==> config.mk <==
export PLATFORM = sky130hd
export DESIGN_NAME = lsu_store_align
export DESIGN_NICKNAME = d
export VERILOG_FILES = /design/src/verilog/bus_pkg.sv /design/src/verilog/lsu_pkg.sv /design/src/verilog/lsu_store_align.sv
export SDC_FILE = /design/constraint.sdc
export NUM_CORES = 1
export LEC_CHECK = 0
export ABC_AREA = 1
export BUFFER_PORTS_ARGS = -buffer_cell sky130_fd_sc_hd__buf_2
export CAP_MARGIN = 20
export CORE_ASPECT_RATIO = 0.7
export CORE_MARGIN = 3
export CORE_UTILIZATION = 37
export CTS_BUF_LIST = sky130_fd_sc_hd__clkbuf_8
export DETAILED_ROUTE_END_ITERATION = 16
export PLACE_DENSITY = 0.95
export SLEW_MARGIN = 20
export SYNTH_ARGS = -nofsm -noshare
export SYNTH_HDL_FRONTEND = slang
export SYNTH_SLANG_ARGS = --single-unit
export TNS_END_PERCENT = 50
==> constraint.sdc <==
create_clock -name clk -period 1.2 [get_ports clk]
set_clock_uncertainty 0.2 [all_clocks]
set_input_delay 0 -clock clk [delete_from_list [all_inputs] [get_ports clk]]
set_output_delay 0 -clock clk [all_outputs]
set_load 0.05 [all_outputs]
==> src/verilog/bus_pkg.sv <==
`default_nettype none

// 64-bit memory bus between the lsu stages and the ram
package bus_pkg;

  localparam int beat_bits      = 64;
  localparam int strb_bits      = beat_bits / 8;
  localparam int off_bits       = 3;
  localparam int mem_words      = 256;
  localparam int mem_index_bits = 8;

  typedef logic [beat_bits-1:0]      beat_t;
  typedef logic [strb_bits-1:0]      strb_t;
  typedef logic [31:0]               bus_addr_t;
  typedef logic [off_bits-1:0]       beat_off_t;
  typedef logic [2:0]                size_t;
  typedef logic [mem_index_bits-1:0] mem_index_t;

  // transfer size codes, log2 of byte count
  localparam size_t size_1 = 3'd0;
  localparam size_t size_2 = 3'd1;
  localparam size_t size_4 = 3'd2;

endpackage

`default_nettype wire

==> src/verilog/lsu_pkg.sv <==
`default_nettype none

// core-side view of the load/store unit
package lsu_pkg;

  // core word width and bytes per word
  localparam int word_bits  = 32;
  localparam int word_bytes = word_bits / 8;

  // data word or byte address as seen by the core
  typedef logic [word_bits-1:0] word_t;

  // load function, values match the RISC-V funct3 field
  typedef enum logic [2:0] {
    ld_bs = 3'b000,
    ld_hs = 3'b001,
    ld_w  = 3'b010,
    ld_bu = 3'b100,
    ld_hu = 3'b101
  } ld_func_t;

  // store function, also funct3
  typedef enum logic [2:0] {
    st_b = 3'b000,
    st_h = 3'b001,
    st_w = 3'b010
  } st_func_t;

  // byte-enable patterns before shifting by the offset
  localparam logic [7:0] mask_b = 8'b0000_0001;
  localparam logic [7:0] mask_h = 8'b0000_0011;
  localparam logic [7:0] mask_w = 8'b0000_1111;

endpackage

`default_nettype wire

==> src/verilog/lsu_store_align.sv <==
`timescale 1ns/1ps
`default_nettype none

module lsu_store_align (
  input  wire                 clk,
  input  wire                 rstn,
  // core store request
  input  lsu_pkg::word_t      waddr,
  input  lsu_pkg::st_func_t   wfunc,
  input  lsu_pkg::word_t      wdata,
  input  wire                 wreq_valid,
  output logic                wreq_ready,
  // core store response
  output logic                wres_valid,
  input  wire                 wres_ready,
  // bus write address
  output bus_pkg::bus_addr_t  awaddr,
  output bus_pkg::size_t      awsize,
  output logic                awvalid,
  input  wire                 awready,
  // bus write data
  output bus_pkg::beat_t      wdata_beat,
  output bus_pkg::strb_t      wstrb,
  output logic                wvalid,
  input  wire                 wready,
  // bus write response
  input  wire                 bvalid,
  output logic                bready
);

  bus_pkg::beat_off_t off;
  bus_pkg::strb_t     mask;
  logic               aw_pend;
  logic               w_pend;

  // byte position inside the beat
  assign off = waddr[bus_pkg::off_bits-1:0];

  // width mask and size code from the function
  always_comb begin
    case (wfunc)
      lsu_pkg::st_b: begin
        mask   = lsu_pkg::mask_b;
        awsize = bus_pkg::size_1;
      end
      lsu_pkg::st_h: begin
        mask   = lsu_pkg::mask_h;
        awsize = bus_pkg::size_2;
      end
      default: begin
        mask   = lsu_pkg::mask_w;
        awsize = bus_pkg::size_4;
      end
    endcase
  end

  // move word and mask up to the addressed lanes
  assign wdata_beat = bus_pkg::beat_t'(wdata) << {off, 3'b000};
  assign wstrb      = mask << off;
  // beat-aligned address
  assign awaddr     = {waddr[31:bus_pkg::off_bits], {bus_pkg::off_bits{1'b0}}};

  // each channel offered until its own handshake
  assign awvalid = wreq_valid & aw_pend;
  assign wvalid  = wreq_valid & w_pend;

  // accept only when the last open channel completes
  assign wreq_ready = (aw_pend | w_pend) & (awready | ~aw_pend) & (wready | ~w_pend);

  always_ff @(posedge clk) begin
    if (!rstn) begin
      aw_pend <= 1'b1;
      w_pend  <= 1'b1;
    end else if (bvalid && bready) begin
      // response done, rearm both channels
      aw_pend <= 1'b1;
      w_pend  <= 1'b1;
    end else begin
      if (awvalid && awready) begin
        aw_pend <= 1'b0;
      end
      if (wvalid && wready) begin
        w_pend <= 1'b0;
      end
    end
  end

  // response goes straight to the core
  assign wres_valid = bvalid;
  assign bready     = wres_ready;

endmodule

`default_nettype wire

After elaboration in Yosys (flattened, before gate mapping)
Index checks and enable logic that the tools add are counted.
- register bits after elaboration: 2
- latch bits: 0
- bits in writable memories: 0
- ROM bits: 0
- bits of input ports: 74
- output and inout bits: 112
- word-level logic and storage cells: 22
- memories kept: 0
- add/subtract/negate cells: 0
- multiply operators: 0
- div/mod/pow operators: 0
- $lt $le $gt $ge: 0
- equal/unequal tests: 1
- shifts and indexed selects: 2
- multiplexer cells: 2
- bitwise operators: 10
- reduce and logical (&&, ||, !) cells: 5
- operator list (kind ; number):
    $shl A32 B6 Y64 ; 1
    $pmux W4 S2 ; 1
    $shl A8 B3 Y8 ; 1
    $and A1 B1 Y1 ; 4
    $pmux W2 S2 ; 1
    $eq A3 B1 Y1 const B ; 1
    $logic_and A1 B1 Y1 ; 3
    $logic_not A3 Y1 ; 1
    $not A1 Y1 ; 3
    $or A1 B1 Y1 ; 3
    $reduce_or A2 Y1 ; 1

Logic depth before layout (Yosys ltp)
- depth after elaboration: 4
- depth in mapped cells: 8
- depth with buffers taken out: 6

Worst setup path after synthesis
No wires, ideal clock.
- path kind: input -> output
- start point: input port wfunc[1]
- end point: output port wstrb[6]
- arrival time: 1656 ps
- required time: 1000 ps
- slack: -656 ps
- cell stages on the path: 4
- buffers on the path: 0
- cell sequence: inv_1 -> nand2_1 -> nand2_1 -> o21ai_0
- word-level cells in the longest chain between the ends: 3
- elaborated cells on any way between the ends: 4
- classes of those cells: eq/ne: 1; shift: 1; mux: 1; reduce/logical: 1
- RTL lines (what ; line ; source):
    start: declaration ; lsu_store_align.sv:9 ; input lsu_pkg::st_func_t wfunc,
    $eq A3 B1 Y1 / $logic_not A3 Y1 (equally long branches) ; lsu_store_align.sv:41 ; case (wfunc)
    $pmux W4 S2 (*) ; lsu_store_align.sv:41 ;
    $shl A8 B3 Y8 (*) ; lsu_store_align.sv:59 ; assign wstrb = mask << off;
    end: declaration ; lsu_store_align.sv:23 ; output bus_pkg::strb_t wstrb,
Mark *: on every way between the ends. The rest lies on a longest branch, timed or not.

Worst setup path after layout
- start point: input port wreq_valid
- end point: output port awvalid
- word-level cells in the longest chain between the ends: 1
- RTL lines (what ; line ; source):
    start: declaration ; lsu_store_align.sv:11 ; input wire wreq_valid,
    $and A1 B1 Y1 ; lsu_store_align.sv:64 ; assign awvalid = wreq_valid & aw_pend;
    end: declaration ; lsu_store_align.sv:19 ; output logic awvalid,
Every way passes these cells.

==> results.py <==
metrics = {
    "global_routing": {
        "grt_usage": 0.273,
        "grt_antenna_before_repair": 0,
        "grt_pass1_vias": 2688,
        "grt_max_degree": 31,
        "grt_pass1_wl_mm": 12.4,
        "globalRouteOverflowTotal": 0,
    },
    "cells_and_area": {
        "fin_cells": 563,
        "diodes": 0,
        "area_growth_pct": 75.5,
        "nNetsFinal": 584,
        "design_area_um2": 3140,
        "fillers": 362,
        "utilization": 0.696,
        "drive_above_1_share": 0.382,
    },
    "drt": {
        "drtIter0Drc": 237,
        "drc": 0,
        "ant_nets": 0,
        "routed_wl_mm": 8.40,
        "num_vias": 3018,
        "vias_per_cell": 5.36,
        "wl_per_cell_um": 14.9,
        "firstDrtPassIters": 5,
    },
    "power_and_ir_drop": {
        "p_leak_nw": 1.82,
        "p_switching_mw": 1.50,
        "p_int_mw": 0.895,
        "p_seq_frac": 0.031,
        "ir_worst_vdd_mv": 0.471,
        "switching_share": 0.626,
        "power.density_nw_per_um2": 763,
        "power_frac_comb": 0.851,
        "pwr-share-clk": 0.118,
    },
    "critical_path": {
        "worstPathArrival_ps": 1120,
        "crit_fanout": 2,
        "cp.required_ps": 1000,
        "crit_path_end_kind": "output pin",
        "startpoint_type": "primary input",
        "crit_type": "primary input to output pin",
        "r2r_start": "aw_pend$_SDFFE_PP1P_",
        "crit_start": "wreq_valid",
    },
    "hold_path": {
        "hold_path.class": "primary input to output pin",
        "min_from": "wdata[26]",
    },
    "sta": {
        "slew_violations": 0,
        "hold-worst-slack_ps": 193,
        "period_share": 1.10,
        "setup_violations": 2,
        "max_slew.worst_pin.slew_ps": 542,
        "max_freq_mhz": 760,
        "rsz0062_at_grt": "true",
        "max-slew-margin-rel": 0.637,
        "layout_setup_ws_ps": -116,
        "period_needed_ps": 1320,
        "hold_violations": 0,
    },
    "floorplan": {
        "initial_utilization": 0.397,
        "core_area_um2": 4500,
        "io_pins": 186,
        "dieHeight_um": 64.1,
        "die_w_um": 89.1,
        "fp-row-count": 20,
        "dieArea_um2": 5710,
    },
    "place": {
        "place_ws_ps": -127,
        "dp.final_hpwl_mm": 5.45,
        "place_area_um2": 2460,
        "dp.cells": 524,
        "io_buffers": 123,
        "place.gp.congestion": 0.831,
    },
    "logic_synthesis": {
        "ys_seq_area_frac": 0.0224,
        "synth.avg_cell_area_um2": 4.75,
        "synthDistinctLibCells": 21,
        "synth-seq-cells": 2,
        "yosys_warnings": 0,
        "syn_area_um2": 1790,
        "synthCells": 376,
    },
    "cts": {
        "numCtsBuffers": 3,
        "clkSinkCount": 2,
        "cts_root_buffer": "clkbuf_8",
        "clockBufferDepth": 2,
        "insertion_delay_ps": 210,
        "tritoncts": "done",
        "cts_max_level": 1,
    },
    "flow_run": {
        "drv_cap": 0,
    },
    "run_status": {
        "failed_checks": "negative setup slack",
        "status": "finished with violations",
    },
}
-- power by group through the flow --
stage | registers (mW) | logic, mW | clock network (mW)
finish | 0.0753 | 2.04 | 0.281
global route | 0.0757 | 2.14 | 0.294
CTS | 0.0746 | 1.92 | 0.289
detailed placement | 0.0754 | 1.57 | 0
global placement | 0.0753 | 1.54 | 0
floorplan | 0.0749 | 1.42 | 0
-- placed cells by master, fill, tap and decap left out --
| cell type | n |
|---|---|
| clkbuf_8 | 3 |
| dfxtp_1 | 1 |
| nand2_2 | 7 |
| conb_1 | 4 |
| nand2_4 | 1 |
| nor2_1 | 32 |
| nand3_1 | 42 |
| buf_2 | 69 |
| a21oi_1 | 9 |
| o21ai_2 | 10 |
| a21boi_0 | 1 |
| inv_4 | 1 |
| inv_6 | 1 |
| a21oi_2 | 6 |
| buf_12 | 10 |
| nor2_8 | 1 |
| o21ai_1 | 13 |
| buf_6 | 18 |
| nand2_1 | 142 |
| clkbuf_4 | 12 |
| nor2_2 | 6 |
| dfxtp_2 | 1 |
| inv_1 | 26 |
| o21ai_0 | 9 |
| nand3_2 | 1 |
| buf_8 | 1 |
| inv_2 | 1 |
| buf_4 | 39 |
| dlygate4sd3_1 | 35 |
| nor2_4 | 6 |
-- state kept, by name (all words and copies together), names as in the netlist --
name     cells
aw_pend      1
w_pend       1
-- critical path, cell delays in order --
cell,delay (ps)
buf_2,90
dlygate4sd3_1,600
nand2_1,90
inv_1,70
buf_2,260
-- path summary, 6_finish.rpt --
check / endpoint / slack, ps / cells past startpoint
hold / removal: wdata_beat[50] / 190 / 4
setup / recovery: awvalid / -120 / 5
setup reg to reg: aw_pend$_SDFFE_PP1P_ / 170 / 3
hold reg to reg: w_pend$_SDFFE_PP1P_ / 290 / 2
-- metrics by stage --
stage / TNS (ps) / total power, mW
2_1_floorplan: -6430 / 1.49
3_3_place_gp: -2170 / 1.62
3_5_place_dp: -3240 / 1.65
4_1_cts: -11.0 / 2.28
5_1_grt: -307 / 2.51
6_report: -202 / 2.39
-- layer usage --
layer | routed length (um) | GRT usage | share of wire | up-vias
li1 | - | - | - | 1405
met1 | 2910 | 0.297 | 0.35 | 1329
met2 | 4260 | 0.512 | 0.51 | 239
met3 | 876 | 0.0490 | 0.10 | 45
met4 | 354 | 0.112 | 0.042 | 0
met5 | 0 | 0 | 0 | -
-- cell type report --
cell class,count,area [um^2],area share
well taps,55,68.8,0.0219
inverters,29,116,0.0371
clock buffers,3,41.3,0.0132
repair buffers,184,1500,0.477
flip-flops and latches,2,41.3,0.0132
multi-input cells,290,1370,0.437
-- what timing repair did --
action,in CTS,in global routing
endpoints found under the hold margin,31,2
pin swaps,0,13
buffers inserted,1,0
gates cloned,0,0
resized for setup,42,67
setup endpoints to repair,59,60
hold buffers,34,1
-- synthesized netlist by cell type (all sizes together) --
| cell | count | share of area |
|---|---|---|
| o21ai | 32 | 0.090 |
| conb | 1 | 0.0021 |
| dfxtp | 2 | 0.022 |
| nand3 | 43 | 0.12 |
| a21oi | 15 | 0.042 |
| nand2 | 150 | 0.32 |
| inv | 29 | 0.062 |
| nor2 | 45 | 0.11 |
| a21boi | 1 | 0.0042 |
| clkbuf | 4 | 0.0084 |
| buf | 54 | 0.22 |
-- logic make-up after synthesis --
kind of cell,synth area share
AND/OR/NAND/NOR,0.546
flip-flops,0.0224
buffers and inverters,0.293
AO/OA/AOI/OAI,0.136
other,0.00210
(Power assumes the default switching activity.)
