<file path="src/verilog/bus_pkg.sv">
`default_nettype none

// 64-bit memory bus between the lsu stages and the ram
package bus_pkg;

  localparam int beat_bits      = 64;
  localparam int strb_bits      = beat_bits / 8;
  localparam int off_bits       = 3;
  localparam int mem_words      = 256;
  localparam int mem_index_bits = 8;

  typedef logic [beat_bits-1:0]      beat_t;
  typedef logic [strb_bits-1:0]      strb_t;
  typedef logic [31:0]               bus_addr_t;
  typedef logic [off_bits-1:0]       beat_off_t;
  typedef logic [2:0]                size_t;
  typedef logic [mem_index_bits-1:0] mem_index_t;

  // transfer size codes, log2 of byte count
  localparam size_t size_1 = 3'd0;
  localparam size_t size_2 = 3'd1;
  localparam size_t size_4 = 3'd2;

endpackage

`default_nettype wire

</file>
<file path="src/verilog/lsu_pkg.sv">
`default_nettype none

// core-side view of the load/store unit
package lsu_pkg;

  // core word width and bytes per word
  localparam int word_bits  = 32;
  localparam int word_bytes = word_bits / 8;

  // data word or byte address as seen by the core
  typedef logic [word_bits-1:0] word_t;

  // load function, values match the RISC-V funct3 field
  typedef enum logic [2:0] {
    ld_bs = 3'b000,
    ld_hs = 3'b001,
    ld_w  = 3'b010,
    ld_bu = 3'b100,
    ld_hu = 3'b101
  } ld_func_t;

  // store function, also funct3
  typedef enum logic [2:0] {
    st_b = 3'b000,
    st_h = 3'b001,
    st_w = 3'b010
  } st_func_t;

  // byte-enable patterns before shifting by the offset
  localparam logic [7:0] mask_b = 8'b0000_0001;
  localparam logic [7:0] mask_h = 8'b0000_0011;
  localparam logic [7:0] mask_w = 8'b0000_1111;

endpackage

`default_nettype wire

</file>
<file path="src/verilog/lsu_load_extract.sv">
`timescale 1ns/1ps
`default_nettype none

module lsu_load_extract (
  input  wire                 clk,
  input  wire                 rstn,
  // core load request
  input  lsu_pkg::word_t      raddr,
  input  lsu_pkg::ld_func_t   rfunc,
  input  wire                 rreq_valid,
  output logic                rreq_ready,
  // core load response
  output lsu_pkg::word_t      rdata,
  output logic                rres_valid,
  input  wire                 rres_ready,
  // bus read address
  output bus_pkg::bus_addr_t  araddr,
  output logic                arvalid,
  input  wire                 arready,
  // bus read data
  input  bus_pkg::beat_t      rdata_beat,
  input  wire                 rvalid,
  output logic                rready
);

  bus_pkg::beat_off_t off_q;
  lsu_pkg::ld_func_t  func_q;
  bus_pkg::beat_t     shifted;

  // request goes to the bus unchanged
  assign araddr     = raddr;
  assign arvalid    = rreq_valid;
  assign rreq_ready = arready;

  // offset and function kept until the beat comes back
  always_ff @(posedge clk) begin
    if (!rstn) begin
      off_q  <= '0;
      func_q <= lsu_pkg::ld_w;
    end else if (rreq_valid && rreq_ready) begin
      off_q  <= raddr[bus_pkg::off_bits-1:0];
      func_q <= rfunc;
    end
  end

  // addressed byte down to lane 0
  assign shifted = rdata_beat >> {off_q, 3'b000};

  // extend byte or halfword, word passes
  always_comb begin
    case (func_q)
      lsu_pkg::ld_bs: rdata = {{24{shifted[7]}}, shifted[7:0]};
      lsu_pkg::ld_bu: rdata = {24'b0, shifted[7:0]};
      lsu_pkg::ld_hs: rdata = {{16{shifted[15]}}, shifted[15:0]};
      lsu_pkg::ld_hu: rdata = {16'b0, shifted[15:0]};
      default:        rdata = shifted[31:0];
    endcase
  end

  // response handshake maps onto the read data channel
  assign rres_valid = rvalid;
  assign rready     = rres_ready;

endmodule

`default_nettype wire

</file>
<file path="config.mk">
export PLATFORM = sky130hd
export DESIGN_NAME = lsu_load_extract
export DESIGN_NICKNAME = d
export VERILOG_FILES = /design/src/verilog/bus_pkg.sv /design/src/verilog/lsu_pkg.sv /design/src/verilog/lsu_load_extract.sv
export SDC_FILE = /design/constraint.sdc
export NUM_CORES = 1
export LEC_CHECK = 0
export BUFFER_PORTS_ARGS = -buffer_cell sky130_fd_sc_hd__buf_2
export CAP_MARGIN = 20
export CORE_MARGIN = 1.5
export CORE_UTILIZATION = 41
export CTS_BUF_LIST = sky130_fd_sc_hd__clkbuf_16
export DETAILED_ROUTE_END_ITERATION = 8
export GPL_ROUTABILITY_DRIVEN = 0
export PLACE_DENSITY = 0.92
export SLEW_MARGIN = 10
export SYNTH_ARGS = -nofsm -noshare
export SYNTH_HDL_FRONTEND = slang
export SYNTH_SLANG_ARGS = --single-unit
export TNS_END_PERCENT = 5
</file>
<file path="constraint.sdc">
create_clock -name clk -period 2 [get_ports clk]
set_clock_uncertainty 0.1 [all_clocks]
set_input_delay 0.2 -clock clk [delete_from_list [all_inputs] [get_ports clk]]
set_output_delay 0.2 -clock clk [all_outputs]
set_load 0.05 [all_outputs]
</file>
-- Yosys cells after proc, flatten, opt, wreduce, memory -nomap -nowiden
Cells that the tools add are included.
- equality and inequality tests: 3
- shift operators: 1
- muxes and demuxes: 1
- reduce and logical (&&, ||, !) cells: 2
- operators by type and width (kind ; number):
    32-bit case mux with 4 select lines ; 1
    64-bit by 6-bit right shift with 32-bit output ; 1
    3-bit equality test, second input constant ; 2
    3-bit by 1-bit equality test with 1-bit output, second input constant ; 1
    3-bit zero test ; 1
    1-bit logical AND ; 1
- flip-flop bits (word level): 6
- input port bits: 105
- output and inout port bits: 68
- word-level logic and storage cells: 9

-- Logic depth before layout (Yosys ltp)
Gate-level depths: netlist of the first run.
- depth after elaboration: 2
- depth in mapped cells: 8
- depth with buffers taken out: 4

-- Least setup slack after synthesis of the first run
Ideal clock, no wire load.
- path type: reg-to-output
- start: reg off_q[0]
- end: out rdata[11]
- data arrival time: 2454 ps
- required time: 1700 ps
- slack: -754 ps
- stages on the path, launching flop included: 9
- buffers on the path: 4
- cells stage by stage: dfxtp_1 buf_4 buf_2 buf_2 buf_2 nand3b_1 o21ai_0 mux2i_1 o21ai_0
- longest elaborated chain between the ends: 2
- ends and longest elaborated chain (element ; RTL line ; text):
    from (decl) ; lsu_load_extract.sv:26 ; bus_pkg::beat_off_t off_q;
    from (signal assigned) ; lsu_load_extract.sv:41 ; off_q <= raddr[bus_pkg::off_bits-1:0];
    64-bit by 6-bit right shift with 32-bit output ; lsu_load_extract.sv:47 ; assign shifted = rdata_beat >> {off_q, 3'b000};
    32-bit case mux with 4 select lines ; lsu_load_extract.sv:51 ; case (func_q)
    to (decl) ; lsu_load_extract.sv:13 ; output lsu_pkg::word_t rdata,
Every way passes these cells.

-- Worst setup path after layout of the first run
- start: reg off_q[0]
- end: out rdata[27]
Same word-level chain as after synthesis.

==> results of run 1 <==
## Yosys cell counts
library cell / number
nand3_1: 7
a21o_1: 16
mux2i_1: 35
a21boi_0: 5
buf_1: 1
or2_0: 1
a22o_1: 1
a31o_2: 1
o32ai_1: 7
dfxtp_1: 6
o22ai_4: 1
inv_1: 2
mux4_2: 17
o21ai_0: 29
buf_6: 2
clkbuf_1: 10
buf_2: 8
nor2b_1: 7
or3_1: 1
buf_4: 39
inv_2: 1
nand2b_1: 3
nand3b_1: 7
mux2_2: 14
o2bb2ai_1: 7
nor2_1: 11
a211oi_1: 7
nand2_1: 23
## power by group through the flow
stage	sequential (mW)	clock, mW	combinational [mW]
finish	0.136	0.327	1.33
global route	0.137	0.337	1.40
CTS	0.136	0.331	1.32
detailed placement	0.139	0	1.14
global placement	0.137	0	1.12
floorplan	0.131	0	1.01
## kinds of logic (layout without fill, tap and decap cells)
group                  after synthesis  in the layout
muxes                               66             66
buffers and inverters               63            152
and+or+nand+nor                     60             60
DFF                                  6              6
AOI/OAI and AO/OA                   74             74
## sequential cells by signal, summed over array words and instances (netlist names)
register  cells
func_q        3
off_q         3
## final timing paths
path / slack (ns) / end / start / depth (start not counted)
worst max-delay path: -0.28 / rdata[27] / off_q[0] / 6
worst min-delay path: 0.09 / func_q[1] / rstn / 2
worst max register to register: 1.04 / off_q[0] / off_q[0] / 3
worst min register to register: 0.38 / func_q[2] / func_q[2] / 2
## metal layers
| metal | part of all wire | up-vias | global-route usage | routed length, um |
|---|---|---|---|---|
| li1 | - | 1152 | - | - |
| met1 | 0.40 | 1122 | 0.292 | 2880 |
| met2 | 0.49 | 127 | 0.417 | 3530 |
| met3 | 0.071 | 29 | 0.0381 | 509 |
| met4 | 0.034 | 0 | 0.0926 | 240 |
| met5 | 0 | - | 0 | 0 |
## worst max-delay path: stages, from the launching register on
cell     delay (ns)
dfxtp_4        0.37
mux2i_1        0.15
mux4_2         0.54
o22ai_4        0.24
buf_4          0.16
a21o_1         0.10
buf_6          0.16
## area by class of cell
type | count | area (um^2) | area share
flip-flops and latches | 6 | 128 | 0.0373
clock buffers | 3 | 75.1 | 0.0220
inverters | 3 | 11.3 | 0.00330
repair buffers | 146 | 1140 | 0.334
well taps | 70 | 87.6 | 0.0256
multi-input cells | 200 | 1970 | 0.578
## repair_timing
item | CTS | global route
pin swaps | 5 | 0
gates resized for setup | 87 | 4
hold buffers | 0 | 0
endpoints found under the setup margin | 31 | 31
gates cloned | 1 | 0
==> summary.txt, run 1 <==
RSZ-0062 raised after global routing: yes
Routed wire length per instance: 16.7 um
Reg power frac: 0.076
Ys Warns: 0
Worst Path Max Fanout: 7
Clock network fraction of design power: 0.182
Synthesized area per cell: 8.27 um^2
Inserted Clock Buffers: 3
Synth unique cells: 28
Minimum clock period: 2.28 ns
Fin area: 3420 um^2
Mapped Area: 2220 um^2
Total number of vias: 2430
Grt total ovfl: 0
Placement Setup Slack: -0.215 ns
Initial antenna violation count: 0
Psw: 0.824 mW
Pin count of the biggest net entering global routing: 36
Detailed Route Iter0 Violations: 123
Slew at the pin closest to its max-slew limit: 0.374 ns
Worst hold path type: in2reg
Maximum root-to-sink buffer count: 2
Initial Utilization: 0.430
Failing checks: setup timing
Post-synth top area share: 0.172
Post-CTS Setup Bufs: 0
Nets: 465
First-pass GRT wire length: 11.6 mm
P_leak: 1.45 nW
GRT Total Usage: 0.239
Adder-cell area share of the yosys netlist: 0
Final HPWL DP: 5.63 mm
Setup TNS: -7.01 ns
Share of cells above drive strength 1: 0.617
Max-slew headroom: 0.750
Crit path DAT: 1.98 ns
CORE AREA: 5170 um^2
WS Path Type: reg2out
CP required: 1.70 ns
Final ANT Viol Nets: 0
Outcome: finished with violations
Fmax achieved: 0.439 GHz
VDD IR-drop max: 0.000639 V
First drt pass iteration count: 4
Syn Inst Count: 269
Pwr dens: 526 nW/um^2
Finish-stage setup viols: 31
H-tree level count: 1
Hold slack final: 0.0887 ns
Non-Filler Instances: 428
Max Cap Violations: 0
FF+latch count, synth: 6
CTS tree: built
Critical path endpoint category: output port
Die area: 5880 um^2
Synth Area in Simple Gates: 0.130
Most frequent cells in the layout: 81 x buf_2, 31 x mux2i_1, 28 x buf_4, 20 x nand2_1, 18 x buf_6
Final worst-path cycle share: 1.14
Synth area leaders: mux4_2 17%, mux2i_1 16%, buf_4 13%
Synth area leader: mux4_2
DIE WIDTH: 76.7 um
Fin util: 0.661
Row Count: 26
Drt total wl: 7.16 mm
Most common cell after layout, fill and taps aside: buf_2
# DRC: 0
Worst setup margin: -0.277 ns
Pwr Total: 1.80 mW
P&R area growth vs syn: 53.6%
CP startpoint kind: register
Endpoints failing hold: 0
Largest family of logic cells by synthesized area: multiplexers
Fill cells: 386
Placed cells: 424
Vias per cell: 5.68
Reg clk slew, reported paths: 0.03 ns
Die height: 76.7 um
Skew-Pair Late Insertion Delay: 0.23 ns
Syn nets: 374
Mux cell area share after synthesis: 0.400
CTS Root Cell: clkbuf_16
Comb pwr share: 0.742
Io pins: 173
Antenna cells: 0
Slew Viols, Final: 0
Number of global-route vias before repair: 2425
Seq/Total Area, Yosys: 0.0540
CTS sink cnt: 6
Dpl cell area: 3030 um^2
XOR/XNOR Fraction of Synth Area: 0
Switching share of power: 0.458
Synth Area in Compound Gates: 0.232
IO buf count: 110
Cell internal pwr: 0.973 mW
Note: power is estimated with default switching activity, not from simulation.
==> inputs of run 2 (changes only) <==
==> constraint.sdc (replaced) <==
create_clock -name clk -period 2 [get_ports clk]
set_clock_uncertainty 0.1 [all_clocks]
set_input_delay 0.1 -clock clk [delete_from_list [all_inputs] [get_ports clk]]
set_output_delay 0.1 -clock clk [all_outputs]
set_load 0.05 [all_outputs]
==> summary.txt, run 2 (same netlist as run 1, synthesis figures left out) <==
Outcome: finished with violations
Failing checks: setup timing
VDD IR-drop max: 0.000557 V (-13%)
Max-slew headroom: 0.618 (-0.132)
Antenna cells: 0 (unchanged)
Setup TNS: -3.72 ns (+3.30 ns)
Crit path DAT: 1.98 ns (about the same)
DIE WIDTH: 76.7 um (unchanged)
Critical R2R Capture: func_q[1]
Vias per cell: 5.63 (-0.86%)
Switching share of power: 0.473 (+0.0144)
Skew-Pair Late Insertion Delay: 0.23 ns (about the same)
Worst Path Max Fanout: 7 (unchanged)
Minimum clock period: 2.18 ns (-0.0971 ns)
Nets: 457 (-1.7%)
WS Path Type: reg2out
Max Cap Violations: 0 (unchanged)
GRT Total Usage: 0.234 (-0.00470)
Most frequent cells in the layout: 84 x buf_2, 34 x mux2i_1, 33 x buf_6, 22 x nand2_1, 17 x mux4_2
Path depth of the worst reg2reg path: 4 (+1)
Slew at the pin closest to its max-slew limit: 0.571 ns (+0.197 ns)
P_leak: 1.35 nW (-6.9%)
Finish-stage setup viols: 24 (-23%)
Final worst-path cycle share: 1.09 (-0.0486)
Slew Viols, Final: 0 (unchanged)
Hold Crit Depth: 3 (+1)
Psw: 0.761 mW (-7.6%)
Placement Setup Slack: -0.0666 ns (+0.148 ns)
Grt total ovfl: 0 (unchanged)
Initial Utilization: 0.430 (unchanged)
Pwr dens: 533 nW/um^2 (+1.3%)
Multi-input gate area: 1740 um^2 (-12%)
Drt total wl: 6.84 mm (-4.5%)
Routed wire length per instance: 16.3 um (-2.6%)
CTS sink cnt: 6 (unchanged)
Endpoints failing hold: 0 (unchanged)
First-pass GRT wire length: 11.1 mm (-4.0%)
Worst setup margin: -0.180 ns (+0.0971 ns)
Hold Path End: func_q[2]
Pin count of the biggest net entering global routing: 29 (-19%)
FF+latch area: 128 um^2 (unchanged)
Final ANT Viol Nets: 0 (unchanged)
P&R area growth vs syn: 35.9%
Reg clk slew, reported paths: 0.03 ns (about the same)
IO buf count: 110 (unchanged)
Row Count: 26 (unchanged)
Fmax achieved: 0.459 GHz (+4.5%)
First drt pass iteration count: 4 (unchanged)
Fill cells: 481 (+25%)
Cell internal pwr: 0.849 mW (-13%)
CTS Root Cell: clkbuf_16
CP required: 1.80 ns (+0.10 ns)
Reg power frac: 0.085 (+0.009)
Most common cell after layout, fill and taps aside: buf_2
Worst hold path type: in2reg
Reg2reg start: func_q[1]
Comb pwr share: 0.710 (-0.032)
Maximum root-to-sink buffer count: 2 (unchanged)
Post-CTS Setup Bufs: 0 (unchanged)
Internal reg-to-reg setup slack: 0.63 ns (-0.41 ns)
H-tree level count: 1 (unchanged)
RSZ-0062 raised after global routing: yes
Io pins: 173 (unchanged)
Inserted Clock Buffers: 3 (unchanged)
Share of cells above drive strength 1: 0.534 (-0.0830)
# DRC: 0 (unchanged)
Total number of vias: 2364 (-2.7%)
Number of global-route vias before repair: 2420 (-0.21%)
Final HPWL DP: 5.37 mm (-4.7%)
Detailed Route Iter0 Violations: 72 (-41%)
Critical path endpoint category: output port
Clock network fraction of design power: 0.206 (+0.024)
CTS tree: built
Top Registers: func_q x3, off_q x3
Die area: 5880 um^2 (unchanged)
Die height: 76.7 um (unchanged)
CORE AREA: 5170 um^2 (unchanged)
CP startpoint kind: register
Worst hold path startpoint: rfunc[2]
Initial antenna violation count: 0 (unchanged)
## run 2: changes by cell type in the layout (fill, tap and decap cells not counted), moves of 3 or more
cell     change
buf_6       +15
o21ai_4     -15
a21o_1      +12
buf_4       -12
buf_8       -12
a21o_4      -10
o21ai_2      +9
o21ai_0      +4
buf_12       -3
buf_2        +3
mux2i_1      +3
mux2i_2      -3
## run 2: per-layer routing
layer,up-vias,GRT usage,part of all wire
li1,1139,-,-
met1,1109,0.249,0.39
met2,86,0.443,0.52
met3,30,0.0333,0.048
met4,0,0.117,0.036
met5,-,0,0
## run 2: final cells by class
type                            count  area share
Clock buffer                        3      0.0248
Inverter                            3     0.00373
Multi-Input combinational cell    200       0.575
Sequential cell                     6      0.0422
Tap cell                           70      0.0290
Timing Repair Buffer              138       0.325
## run 2: through the flow
stage	utilization	instance area [um^2]	instances	hold slack [ns]	power [mW]
finish	0.584	3020	420	0.0351	1.61
global route	0.584	3020	420	0.0705	1.68
CTS	0.579	3000	419	0.0355	1.60
detailed placement	0.520	2690	414	0.100	1.14
global placement	0.520	2690	414	0.100	1.12
floorplan	-	2260	269	0.0718	1.04
## run 2: how the worst max path moves through the flow
stage / from / end / slack (ns) / cells past startpoint
3_5_place_dp: off_q[0] / rdata[15] / -0.07 / 6
4_1_cts: off_q[0] / rdata[23] / -0.15 / 6
2_1_floorplan: off_q[0] / rdata[1] / -0.22 / 6
6_report: off_q[0] / rdata[28] / -0.18 / 6
5_1_grt: off_q[0] / rdata[28] / -0.26 / 6
3_3_place_gp: off_q[0] / rdata[31] / -0.004 / 5
## run 2: timing repair
item                                   in CTS  in global routing
endpoints found under the hold margin       1                  0
setup endpoints to repair                  31                 30
hold buffers                                2                  0
pin swaps                                   2                  1
resized for setup                          66                  7
## run 2: power groups by stage
stage                     sequential (mW)  clock [mW]  combinational, mW
final                               0.136       0.331               1.14
after global routing                0.137       0.339               1.21
after CTS                           0.136       0.336               1.13
after detailed placement            0.138           0               1.00
after global placement              0.137           0              0.985
after floorplan                     0.131           0              0.909
## run 2: worst max-delay path, stage by stage (launching register included)
cell	delay, ns
dfxtp_4	0.37
mux2i_2	0.17
mux4_2	0.53
o22ai_4	0.24
buf_6	0.15
a21o_1	0.11
buf_6	0.16
